**src/rtl/i2c_tx_pkg.sv**
```systemverilog
package i2c_tx_pkg;

    // shifter FSM states, one clk_load/clk_low/clk_high walk per bit
    typedef enum logic [2:0] {
        TX_IDLE     = 3'd0,
        TX_CLK_LOAD = 3'd1,
        TX_CLK_LOW  = 3'd2,
        TX_CLK_HIGH = 3'd3,
        TX_DONE     = 3'd4
    } tx_state_t;

    localparam int BITS_PER_BYTE = 8;

    // counts the data bits down to zero, and zero is the acknowledge slot
    typedef logic [3:0] bit_cnt_t;

    // width of the SCL phase timer
    localparam int CNT_W = 16;

    localparam int APB_ADDR_W = 4;

    // register byte offsets on the APB side
    localparam logic [APB_ADDR_W-1:0] REG_TAR    = 4'h0;
    localparam logic [APB_ADDR_W-1:0] REG_DATA   = 4'h4;
    localparam logic [APB_ADDR_W-1:0] REG_CMD    = 4'h8;
    localparam logic [APB_ADDR_W-1:0] REG_STATUS = 4'hC;

    // open-drain enables are active low, so a one lets the pull-up win
    localparam logic LINE_RELEASED = 1'b1;

endpackage

```
**src/rtl/i2c_tx_apb_regs.sv**
```systemverilog
`timescale 1ns/1ps

module i2c_tx_apb_regs (
    input  logic                                i2c_clk,
    input  logic                                i2c_rst_n,
    input  logic                                psel,
    input  logic                                penable,
    input  logic                                pwrite,
    input  logic [i2c_tx_pkg::APB_ADDR_W-1:0]   paddr,
    input  logic [31:0]                         pwdata,
    input  logic                                busy,
    input  logic                                byte_done,
    input  logic                                nack,
    output logic [31:0]                         prdata,
    output logic                                pready,
    output logic                                pslverr,
    output logic                                start,
    output logic [6:0]                          tar,
    output logic [7:0]                          tx_data,
    output logic                                addr_phase,
    output logic                                rw
);

    logic wr_access;
    logic cmd_start;
    logic start_reject;
    logic start_accept;
    logic done_flag;
    logic nack_flag;

    // no wait states on this bus
    assign pready = 1'b1;

    assign wr_access = psel & penable & pwrite;
    assign cmd_start = wr_access & (paddr == i2c_tx_pkg::REG_CMD) & pwdata[0];

    // a start pulse still in flight counts as busy as well
    assign start_reject = cmd_start & (busy | start);
    assign start_accept = cmd_start & ~start_reject;

    assign pslverr = start_reject;

    always_ff @(posedge i2c_clk or negedge i2c_rst_n) begin
        if (!i2c_rst_n) begin
            tar     <= 7'h00;
            tx_data <= 8'h00;
        end else if (wr_access) begin
            if (paddr == i2c_tx_pkg::REG_TAR) begin
                tar <= pwdata[6:0];
            end
            if (paddr == i2c_tx_pkg::REG_DATA) begin
                tx_data <= pwdata[7:0];
            end
        end
    end

    // command bits are taken only together with an accepted start
    always_ff @(posedge i2c_clk or negedge i2c_rst_n) begin
        if (!i2c_rst_n) begin
            start      <= 1'b0;
            addr_phase <= 1'b0;
            rw         <= 1'b0;
        end else begin
            start <= start_accept;
            if (start_accept) begin
                addr_phase <= pwdata[1];
                rw         <= pwdata[2];
            end
        end
    end

    // done stays set until software launches the next byte
    always_ff @(posedge i2c_clk or negedge i2c_rst_n) begin
        if (!i2c_rst_n) begin
            done_flag <= 1'b0;
            nack_flag <= 1'b0;
        end else begin
            if (start_accept) begin
                done_flag <= 1'b0;
            end else if (byte_done) begin
                done_flag <= 1'b1;
            end
            if (byte_done) begin
                nack_flag <= nack;
            end
        end
    end

    always_comb begin
        prdata = 32'h0000_0000;
        case (paddr)
            i2c_tx_pkg::REG_TAR: begin
                prdata[6:0] = tar;
            end
            i2c_tx_pkg::REG_DATA: begin
                prdata[7:0] = tx_data;
            end
            i2c_tx_pkg::REG_STATUS: begin
                prdata[2:0] = {done_flag, nack_flag, busy};
            end
            // CMD is write-only and reads back as zero
            default: begin
                prdata = 32'h0000_0000;
            end
        endcase
    end

endmodule

```
**src/rtl/i2c_tx_bit_shifter.sv**
```systemverilog
`timescale 1ns/1ps

module i2c_tx_bit_shifter (
    input  logic        i2c_clk,
    input  logic        i2c_rst_n,
    input  logic        start,
    input  logic [6:0]  tar,
    input  logic [7:0]  tx_data,
    input  logic        addr_phase,
    input  logic        rw,
    input  logic        scl_in,
    input  logic        sda_in,
    input  logic        low_complete,
    input  logic        high_complete,
    output logic        busy,
    output logic        byte_done,
    output logic        nack,
    output logic        load_low,
    output logic        load_high,
    output logic        high_cnt_en,
    output logic        scl_oe_n,
    output logic        sda_oe_n
);

    i2c_tx_pkg::tx_state_t state;
    i2c_tx_pkg::tx_state_t nx_state;
    i2c_tx_pkg::bit_cnt_t  bit_cnt;

    logic [7:0] shift_byte;
    logic [2:0] bit_idx;
    logic       take_start;
    logic       ack_slot;
    logic       arc_high_load;
    logic       done_gen;
    logic       done_gen_dly;

    assign busy = (state != i2c_tx_pkg::TX_IDLE) & (state != i2c_tx_pkg::TX_DONE);

    assign take_start    = start & ~busy;
    assign ack_slot      = (bit_cnt == '0);
    assign arc_high_load = (state == i2c_tx_pkg::TX_CLK_HIGH) &
                           (nx_state == i2c_tx_pkg::TX_CLK_LOAD);

    // a count of 8 wraps to index 7, so the MSB goes out first
    assign bit_idx = bit_cnt[2:0] - 3'd1;

    // the timer is loaded on the arc into each phase so that phase lengths match the counts
    assign load_low  = (nx_state == i2c_tx_pkg::TX_CLK_LOAD);
    assign load_high = (nx_state == i2c_tx_pkg::TX_CLK_HIGH) &
                       (state != i2c_tx_pkg::TX_CLK_HIGH);

    // a slave stretching SCL freezes the high phase count
    assign high_cnt_en = (state == i2c_tx_pkg::TX_CLK_HIGH) & scl_in;

    always_ff @(posedge i2c_clk or negedge i2c_rst_n) begin
        if (!i2c_rst_n) begin
            state <= i2c_tx_pkg::TX_IDLE;
        end else begin
            state <= nx_state;
        end
    end

    always_comb begin
        nx_state = state;
        case (state)
            i2c_tx_pkg::TX_IDLE: begin
                if (start) begin
                    nx_state = i2c_tx_pkg::TX_CLK_LOAD;
                end
            end
            i2c_tx_pkg::TX_CLK_LOAD: begin
                nx_state = i2c_tx_pkg::TX_CLK_LOW;
            end
            i2c_tx_pkg::TX_CLK_LOW: begin
                if (low_complete) begin
                    nx_state = i2c_tx_pkg::TX_CLK_HIGH;
                end
            end
            i2c_tx_pkg::TX_CLK_HIGH: begin
                if (high_complete && ack_slot) begin
                    nx_state = i2c_tx_pkg::TX_DONE;
                end else if (high_complete) begin
                    nx_state = i2c_tx_pkg::TX_CLK_LOAD;
                end
            end
            i2c_tx_pkg::TX_DONE: begin
                nx_state = start ? i2c_tx_pkg::TX_CLK_LOAD : i2c_tx_pkg::TX_IDLE;
            end
            default: begin
                nx_state = i2c_tx_pkg::TX_IDLE;
            end
        endcase
    end

    always_ff @(posedge i2c_clk or negedge i2c_rst_n) begin
        if (!i2c_rst_n) begin
            bit_cnt <= i2c_tx_pkg::bit_cnt_t'(i2c_tx_pkg::BITS_PER_BYTE);
        end else if (take_start) begin
            bit_cnt <= i2c_tx_pkg::bit_cnt_t'(i2c_tx_pkg::BITS_PER_BYTE);
        end else if (arc_high_load) begin
            bit_cnt <= bit_cnt - 1'b1;
        end
    end

    // address byte is the 7-bit target with the read/write bit last
    always_ff @(posedge i2c_clk) begin
        if (take_start) begin
            shift_byte <= addr_phase ? {tar, rw} : tx_data;
        end
    end

    // acknowledge is taken at the end of the ninth high phase
    always_ff @(posedge i2c_clk or negedge i2c_rst_n) begin
        if (!i2c_rst_n) begin
            nack <= 1'b0;
        end else if ((state == i2c_tx_pkg::TX_CLK_HIGH) && high_complete && ack_slot) begin
            nack <= sda_in;
        end
    end

    // pin drive follows the next state, SDA only moves one cycle into the low phase
    always_ff @(posedge i2c_clk or negedge i2c_rst_n) begin
        if (!i2c_rst_n) begin
            scl_oe_n <= i2c_tx_pkg::LINE_RELEASED;
            sda_oe_n <= i2c_tx_pkg::LINE_RELEASED;
            done_gen <= 1'b0;
        end else begin
            case (nx_state)
                i2c_tx_pkg::TX_CLK_LOAD: begin
                    scl_oe_n <= ~i2c_tx_pkg::LINE_RELEASED;
                    done_gen <= 1'b0;
                end
                i2c_tx_pkg::TX_CLK_LOW: begin
                    scl_oe_n <= ~i2c_tx_pkg::LINE_RELEASED;
                    done_gen <= 1'b0;
                    if (ack_slot) begin
                        sda_oe_n <= i2c_tx_pkg::LINE_RELEASED;
                    end else if (shift_byte[bit_idx]) begin
                        sda_oe_n <= i2c_tx_pkg::LINE_RELEASED;
                    end else begin
                        sda_oe_n <= ~i2c_tx_pkg::LINE_RELEASED;
                    end
                end
                i2c_tx_pkg::TX_CLK_HIGH: begin
                    scl_oe_n <= i2c_tx_pkg::LINE_RELEASED;
                    done_gen <= 1'b0;
                end
                i2c_tx_pkg::TX_DONE: begin
                    scl_oe_n <= i2c_tx_pkg::LINE_RELEASED;
                    sda_oe_n <= i2c_tx_pkg::LINE_RELEASED;
                    done_gen <= 1'b1;
                end
                default: begin
                    scl_oe_n <= i2c_tx_pkg::LINE_RELEASED;
                    sda_oe_n <= i2c_tx_pkg::LINE_RELEASED;
                    done_gen <= 1'b0;
                end
            endcase
        end
    end

    always_ff @(posedge i2c_clk or negedge i2c_rst_n) begin
        if (!i2c_rst_n) begin
            done_gen_dly <= 1'b0;
        end else begin
            done_gen_dly <= done_gen;
        end
    end

    // rising edge of done_gen, one cycle wide
    assign byte_done = done_gen & ~done_gen_dly;

endmodule

```
**src/rtl/i2c_tx_scl_timer.sv**
```systemverilog
`timescale 1ns/1ps

module i2c_tx_scl_timer #(
    parameter int SCL_LOW_CNT  = 250,
    parameter int SCL_HIGH_CNT = 250
) (
    input  logic i2c_clk,
    input  logic i2c_rst_n,
    input  logic load_low,
    input  logic load_high,
    input  logic high_cnt_en,
    output logic low_complete,
    output logic high_complete
);

    typedef logic [i2c_tx_pkg::CNT_W-1:0] cnt_t;

    // reaching zero is itself a counted cycle, hence the minus one
    localparam cnt_t LOW_LOAD  = cnt_t'(SCL_LOW_CNT - 1);
    localparam cnt_t HIGH_LOAD = cnt_t'(SCL_HIGH_CNT - 1);

    cnt_t cnt;
    logic phase_high;
    logic active;
    logic tick;
    logic at_zero;

    // the high phase only advances while the enable says SCL is really high
    assign tick    = active & (~phase_high | high_cnt_en);
    assign at_zero = (cnt == '0);

    assign low_complete  = tick & ~phase_high & at_zero;
    assign high_complete = tick & phase_high & at_zero;

    always_ff @(posedge i2c_clk or negedge i2c_rst_n) begin
        if (!i2c_rst_n) begin
            cnt        <= '0;
            phase_high <= 1'b0;
            active     <= 1'b0;
        end else if (load_low) begin
            cnt        <= LOW_LOAD;
            phase_high <= 1'b0;
            active     <= 1'b1;
        end else if (load_high) begin
            cnt        <= HIGH_LOAD;
            phase_high <= 1'b1;
            active     <= 1'b1;
        end else if (tick) begin
            if (at_zero) begin
                // stop here so the complete output stays a single pulse
                active <= 1'b0;
            end else begin
                cnt <= cnt - 1'b1;
            end
        end
    end

endmodule

```
**src/rtl/i2c_tx_top.sv**
```systemverilog
`timescale 1ns/1ps

module i2c_tx_top #(
    parameter int SCL_LOW_CNT  = 250,
    parameter int SCL_HIGH_CNT = 250
) (
    input  logic                                i2c_clk,
    input  logic                                i2c_rst_n,
    input  logic                                psel,
    input  logic                                penable,
    input  logic                                pwrite,
    input  logic [i2c_tx_pkg::APB_ADDR_W-1:0]   paddr,
    input  logic [31:0]                         pwdata,
    input  logic                                scl_in,
    input  logic                                sda_in,
    output logic [31:0]                         prdata,
    output logic                                pready,
    output logic                                pslverr,
    output logic                                scl_oe_n,
    output logic                                sda_oe_n,
    output logic                                done_irq
);

    logic       start;
    logic [6:0] tar;
    logic [7:0] tx_data;
    logic       addr_phase;
    logic       rw;
    logic       busy;
    logic       nack;
    logic       load_low;
    logic       load_high;
    logic       high_cnt_en;
    logic       low_complete;
    logic       high_complete;

    // register block, the byte done pulse doubles as the interrupt
    i2c_tx_apb_regs u_regs (
        .i2c_clk    (i2c_clk),
        .i2c_rst_n  (i2c_rst_n),
        .psel       (psel),
        .penable    (penable),
        .pwrite     (pwrite),
        .paddr      (paddr),
        .pwdata     (pwdata),
        .busy       (busy),
        .byte_done  (done_irq),
        .nack       (nack),
        .prdata     (prdata),
        .pready     (pready),
        .pslverr    (pslverr),
        .start      (start),
        .tar        (tar),
        .tx_data    (tx_data),
        .addr_phase (addr_phase),
        .rw         (rw)
    );

    i2c_tx_bit_shifter u_shifter (
        .i2c_clk       (i2c_clk),
        .i2c_rst_n     (i2c_rst_n),
        .start         (start),
        .tar           (tar),
        .tx_data       (tx_data),
        .addr_phase    (addr_phase),
        .rw            (rw),
        .scl_in        (scl_in),
        .sda_in        (sda_in),
        .low_complete  (low_complete),
        .high_complete (high_complete),
        .busy          (busy),
        .byte_done     (done_irq),
        .nack          (nack),
        .load_low      (load_low),
        .load_high     (load_high),
        .high_cnt_en   (high_cnt_en),
        .scl_oe_n      (scl_oe_n),
        .sda_oe_n      (sda_oe_n)
    );

    i2c_tx_scl_timer #(
        .SCL_LOW_CNT  (SCL_LOW_CNT),
        .SCL_HIGH_CNT (SCL_HIGH_CNT)
    ) u_timer (
        .i2c_clk       (i2c_clk),
        .i2c_rst_n     (i2c_rst_n),
        .load_low      (load_low),
        .load_high     (load_high),
        .high_cnt_en   (high_cnt_en),
        .low_complete  (low_complete),
        .high_complete (high_complete)
    );

endmodule

```
**config.mk**
```make
export PLATFORM = sky130hd
export DESIGN_NAME = i2c_tx_top
export DESIGN_NICKNAME = d
export VERILOG_FILES = /design/src/rtl/i2c_tx_pkg.sv /design/src/rtl/i2c_tx_apb_regs.sv /design/src/rtl/i2c_tx_bit_shifter.sv /design/src/rtl/i2c_tx_scl_timer.sv /design/src/rtl/i2c_tx_top.sv
export SDC_FILE = /design/constraint.sdc
export NUM_CORES = 1
export LEC_CHECK = 0
export ABC_AREA = 1
export BUFFER_PORTS_ARGS = -buffer_cell sky130_fd_sc_hd__clkbuf_2
export CAP_MARGIN = 20
export CORE_MARGIN = 2
export CORE_UTILIZATION = 23
export CTS_CLUSTER_SIZE = 10
export DETAILED_ROUTE_END_ITERATION = 16
export GPL_TIMING_DRIVEN = 0
export SLEW_MARGIN = 0
export SYNTH_ARGS = -nofsm -noshare
export SYNTH_HDL_FRONTEND = slang
export SYNTH_SLANG_ARGS = --single-unit
```
**constraint.sdc**
```tcl
create_clock -name i2c_clk -period 3.6 [get_ports i2c_clk]
set_input_delay 0.36 -clock i2c_clk [delete_from_list [all_inputs] [get_ports i2c_clk]]
set_output_delay 0.36 -clock i2c_clk [all_outputs]
set_load 0.005 [all_outputs]
```
==> impl_metrics.ini <==
[run_status]
outcome = complete, no violations

[clock_network]
tritoncts.num_buffers = 9
cts.reportedPaths.clkPinSlew_ns = 0.06
clock_tree.buffer_depth = 2
ctsRootBufferMaster = sky130_fd_sc_hd__clkbuf_16
cts_tree = built
ctsHtreeMaxLevel = 3
worst_skew_pair.late_latency_ns = 0.33
post_cts.resized_instances = 0
cts_sinks = 58

[worst_hold_path]
hold-path-endpoint = u_regs.tar[5]$_DFFE_PN0P_
hold_depth = 3
holdCritStartpoint = pwdata[5]
worst_hold_path_type = in2reg

[synthesis]
syn-mean-instance-area_um2 = 7.94
synth_ff_type = sky130_fd_sc_hd__dfrtp_1
post_synth_inst_count = 418
yosys_warnings = 0
synth_enable_flop_cells = 8
yosys_register_bits = 58
ys_seq_area_frac = 0.450
yosysUniqueCellTypes = 39
asyncSetResetFlopFracSynth = 0.862
synth.cell_area_mm2 = 0.00332

[flow_run]
max_cap_viol_count = 0

[worst_setup_path]
cp_num_cells = 5
worstPathCellList = nor2_1 -> inv_1 -> nand2_1 -> o221ai_1 -> clkbuf_2
crit_buf_inv = 2
critical_path.max_fanout = 5
crit_required_ns = 3.24
worstSetupEndpointType = primary output
slowest_cell_on_crit_path = sky130_fd_sc_hd__dfrtp_1
timing.critical_path.from = u_shifter.state[1]$_DFF_PN0_
critical_path_launch_point_type = register
r2r-end = u_timer.cnt[2]$_DFFE_PN0P_
rrSetupSlack_ns = 1.82
worst-setup-path-type = reg2out
top_family_by_delay_on_critical_path = flip-flops
reg2regPathDepth = 6
timing.rr.start = u_shifter.bit_cnt[0]$_DFFE_PN0P_
crit_path_max_incr_delay_ns = 0.42
worst_ep_arrival_time_ns = 1.45

[die]
initial_cell_density_of_the_core = 0.237
fp.coreArea_mm2 = 0.0140
i_o_pin_cnt = 80
die_x_um = 124
row_count = 43
fp.dieArea_mm2 = 0.0154
die_h_um = 124

[grt]
grt_pass1_vias = 2560
antenna_found_initial = 0
grt.overflow.total = 0
grt_use_total = 0.0965
grt_start_max_net_pins = 34
grt_first_pass_wirelength_mm = 11.7

[sta]
skew_ns = 0.00809
period_share = 0.502
final-setup-viol-count = 0
period_minus_slack_ns = 1.81
hold_violations = 0
tns_ns = 0
drv_slew = 0
achievable-frequency_mhz = 553
rsz0062_at_grt = false

[detailed_routing]
via_per_inst = 3.97
wirelength_mm = 6.70
route.detailed.drc = 0
vias = 2656
route.detailed.wl_per_inst_um = 10.0
drtPass1Iterations = 5
drtAntennaViolNets = 0
drt_first_iter_violations = 126

[placement]
portBuffers = 30
routabilityCongestion = 0.818
detailed_place_hpwl_mm = 5.14

[layout]
n_fill_cell = 1539
ff_latch_area_mm2 = 0.00150
final_layout_size_suffix_gt1_frac = 0.235
utilization = 0.296
antenna_cells_inserted = 0
area_delta_synth_final_pct = 24.5
finish.net_count = 531
multiInputGateArea_mm2 = 0.00144

[power]
max-vdd-ir-drop_mv = 0.208
power.static_leakage_uw = 0.00212
power_dens_cells_mw_per_mm2 = 415
-- tightest hold or removal path: stages --
cell,delay (ns)
sky130_fd_sc_hd__clkbuf_2,0.09
sky130_fd_sc_hd__nand2_1,0.04
sky130_fd_sc_hd__o21ai_0,0.06
-- through the flow --
| stage | hold slack (ns) | cells | setup WS [ns] | total power [uW] | cell area [um^2] |
|---|---|---|---|---|---|
| 2_1_floorplan | 0.0644 | 441 | 2.03 | 787 | 3410 |
| 5_1_grt | 0.259 | 669 | 1.65 | 1790 | 4130 |
| 6_report | 0.254 | 669 | 1.79 | 1720 | 4130 |
| 3_3_place_gp | 0.360 | 651 | 1.83 | 827 | 3780 |
| 4_1_cts | 0.239 | 669 | 1.76 | 1750 | 4130 |
| 3_5_place_dp | 0.350 | 652 | 1.80 | 831 | 3800 |
-- logic make-up (layout without fill, tap and decap cells) --
family	count (synthesis)	count (layout)	synth area share
AO/OA/AOI/OAI	43	43	0.0746
flip-flops	58	58	0.450
other	2	25	0.00226
adder cells (fa/ha/maj)	4	4	0.0151
AND/OR/NAND/NOR	211	211	0.301
multiplexers	1	1	0.00339
buffers and inverters	95	143	0.142
XOR/XNOR	4	4	0.0106
-- synth_stat cells, types with 3 or more instances --
cell | instances | share of area
sky130_fd_sc_hd__nand2_1 | 94 | 0.11
sky130_fd_sc_hd__inv_1 | 57 | 0.064
sky130_fd_sc_hd__dfrtp_1 | 47 | 0.35
sky130_fd_sc_hd__nor2_1 | 44 | 0.050
sky130_fd_sc_hd__nand3_1 | 37 | 0.056
sky130_fd_sc_hd__buf_4 | 25 | 0.057
sky130_fd_sc_hd__o21ai_0 | 22 | 0.033
sky130_fd_sc_hd__nor2_2 | 9 | 0.017
sky130_fd_sc_hd__a21oi_1 | 8 | 0.012
sky130_fd_sc_hd__edfxtp_1 | 8 | 0.072
sky130_fd_sc_hd__inv_2 | 7 | 0.0079
sky130_fd_sc_hd__nor3_1 | 5 | 0.0075
sky130_fd_sc_hd__o22ai_1 | 5 | 0.0094
sky130_fd_sc_hd__ha_1 | 4 | 0.015
sky130_fd_sc_hd__nand2_2 | 4 | 0.0075
sky130_fd_sc_hd__nand4_1 | 4 | 0.0075
sky130_fd_sc_hd__dfstp_2 | 3 | 0.024
sky130_fd_sc_hd__nor2_4 | 3 | 0.010
sky130_fd_sc_hd__nor3_2 | 3 | 0.0090
sky130_fd_sc_hd__xor2_1 | 3 | 0.0079
-- state kept, by name, indices dropped and copies added, names as in the netlist --
register,count
u_shifter.nack,1
u_regs.nack_flag,1
u_regs.tar,7
u_shifter.state,3
u_timer.phase_high,1
u_shifter.sda_oe_n,1
u_regs.done_flag,1
u_timer.active,1
u_regs.addr_phase,1
u_shifter.bit_cnt,4
u_regs.rw,1
u_regs.start,1
u_shifter.scl_oe_n,1
u_shifter.done_gen,1
u_shifter.done_gen_dly,1
u_regs.tx_data,8
u_shifter.shift_byte,8
u_timer.cnt,16
-- timing repair --
action                     CTS  global route
buffers inserted             0             0
hold endpoints to repair    15             0
setup endpoints to repair    0             0
hold buffers                 1             0
-- power by group --
group / switching (uW) / leakage [uW] / internal (uW)
Clock: 316 / 0.000151 / 583
Combinational: 61.7 / 0.00129 / 50.0
Sequential: 11.2 / 0.000671 / 696
Total: 389 / 0.00212 / 1330
-- cells in the final DEF (no fill, tap or decap), types with 9 or more instances in the layout --
master	n
sky130_fd_sc_hd__inv_1	57
sky130_fd_sc_hd__clkbuf_2	30
sky130_fd_sc_hd__nand3_1	37
sky130_fd_sc_hd__dfrtp_1	47
sky130_fd_sc_hd__nor2_1	44
sky130_fd_sc_hd__buf_4	25
sky130_fd_sc_hd__conb_1	25
sky130_fd_sc_hd__o21ai_0	22
sky130_fd_sc_hd__clkbuf_16	10
sky130_fd_sc_hd__nor2_2	9
sky130_fd_sc_hd__nand2_1	94
-- area by class of cell --
type                            instances  share of cell area
Sequential cell                        58               0.362
Tap cell                              180              0.0545
Buffer                                 30              0.0548
Inverter                               65              0.0596
Clock buffer                           10              0.0605
Multi-Input combinational cell        288               0.348
Clock inverter                          6              0.0173
Timing Repair Buffer                   32              0.0436
-- metal layers --
layer	track usage	vias to the layer above	wire, um
met5	0	-	0
met4	0.0428	0	151
met3	0.0293	15	298
met2	0.149	54	3050
met1	0.124	1183	3200
li1	-	1404	-
-- worst max path at each step --
stage	to	slack (ns)
final	prdata[0]	1.79
after global routing	u_timer.cnt[12]$_DFFE_PN0P_	1.65
after CTS	prdata[0]	1.76
after detailed placement	u_timer.cnt[2]$_DFFE_PN0P_	1.80
after global placement	u_timer.cnt[12]$_DFFE_PN0P_	1.83
after floorplan	u_timer.cnt[13]$_DFFE_PN0P_	2.03
Note: power is estimated with default switching activity, not from simulation.
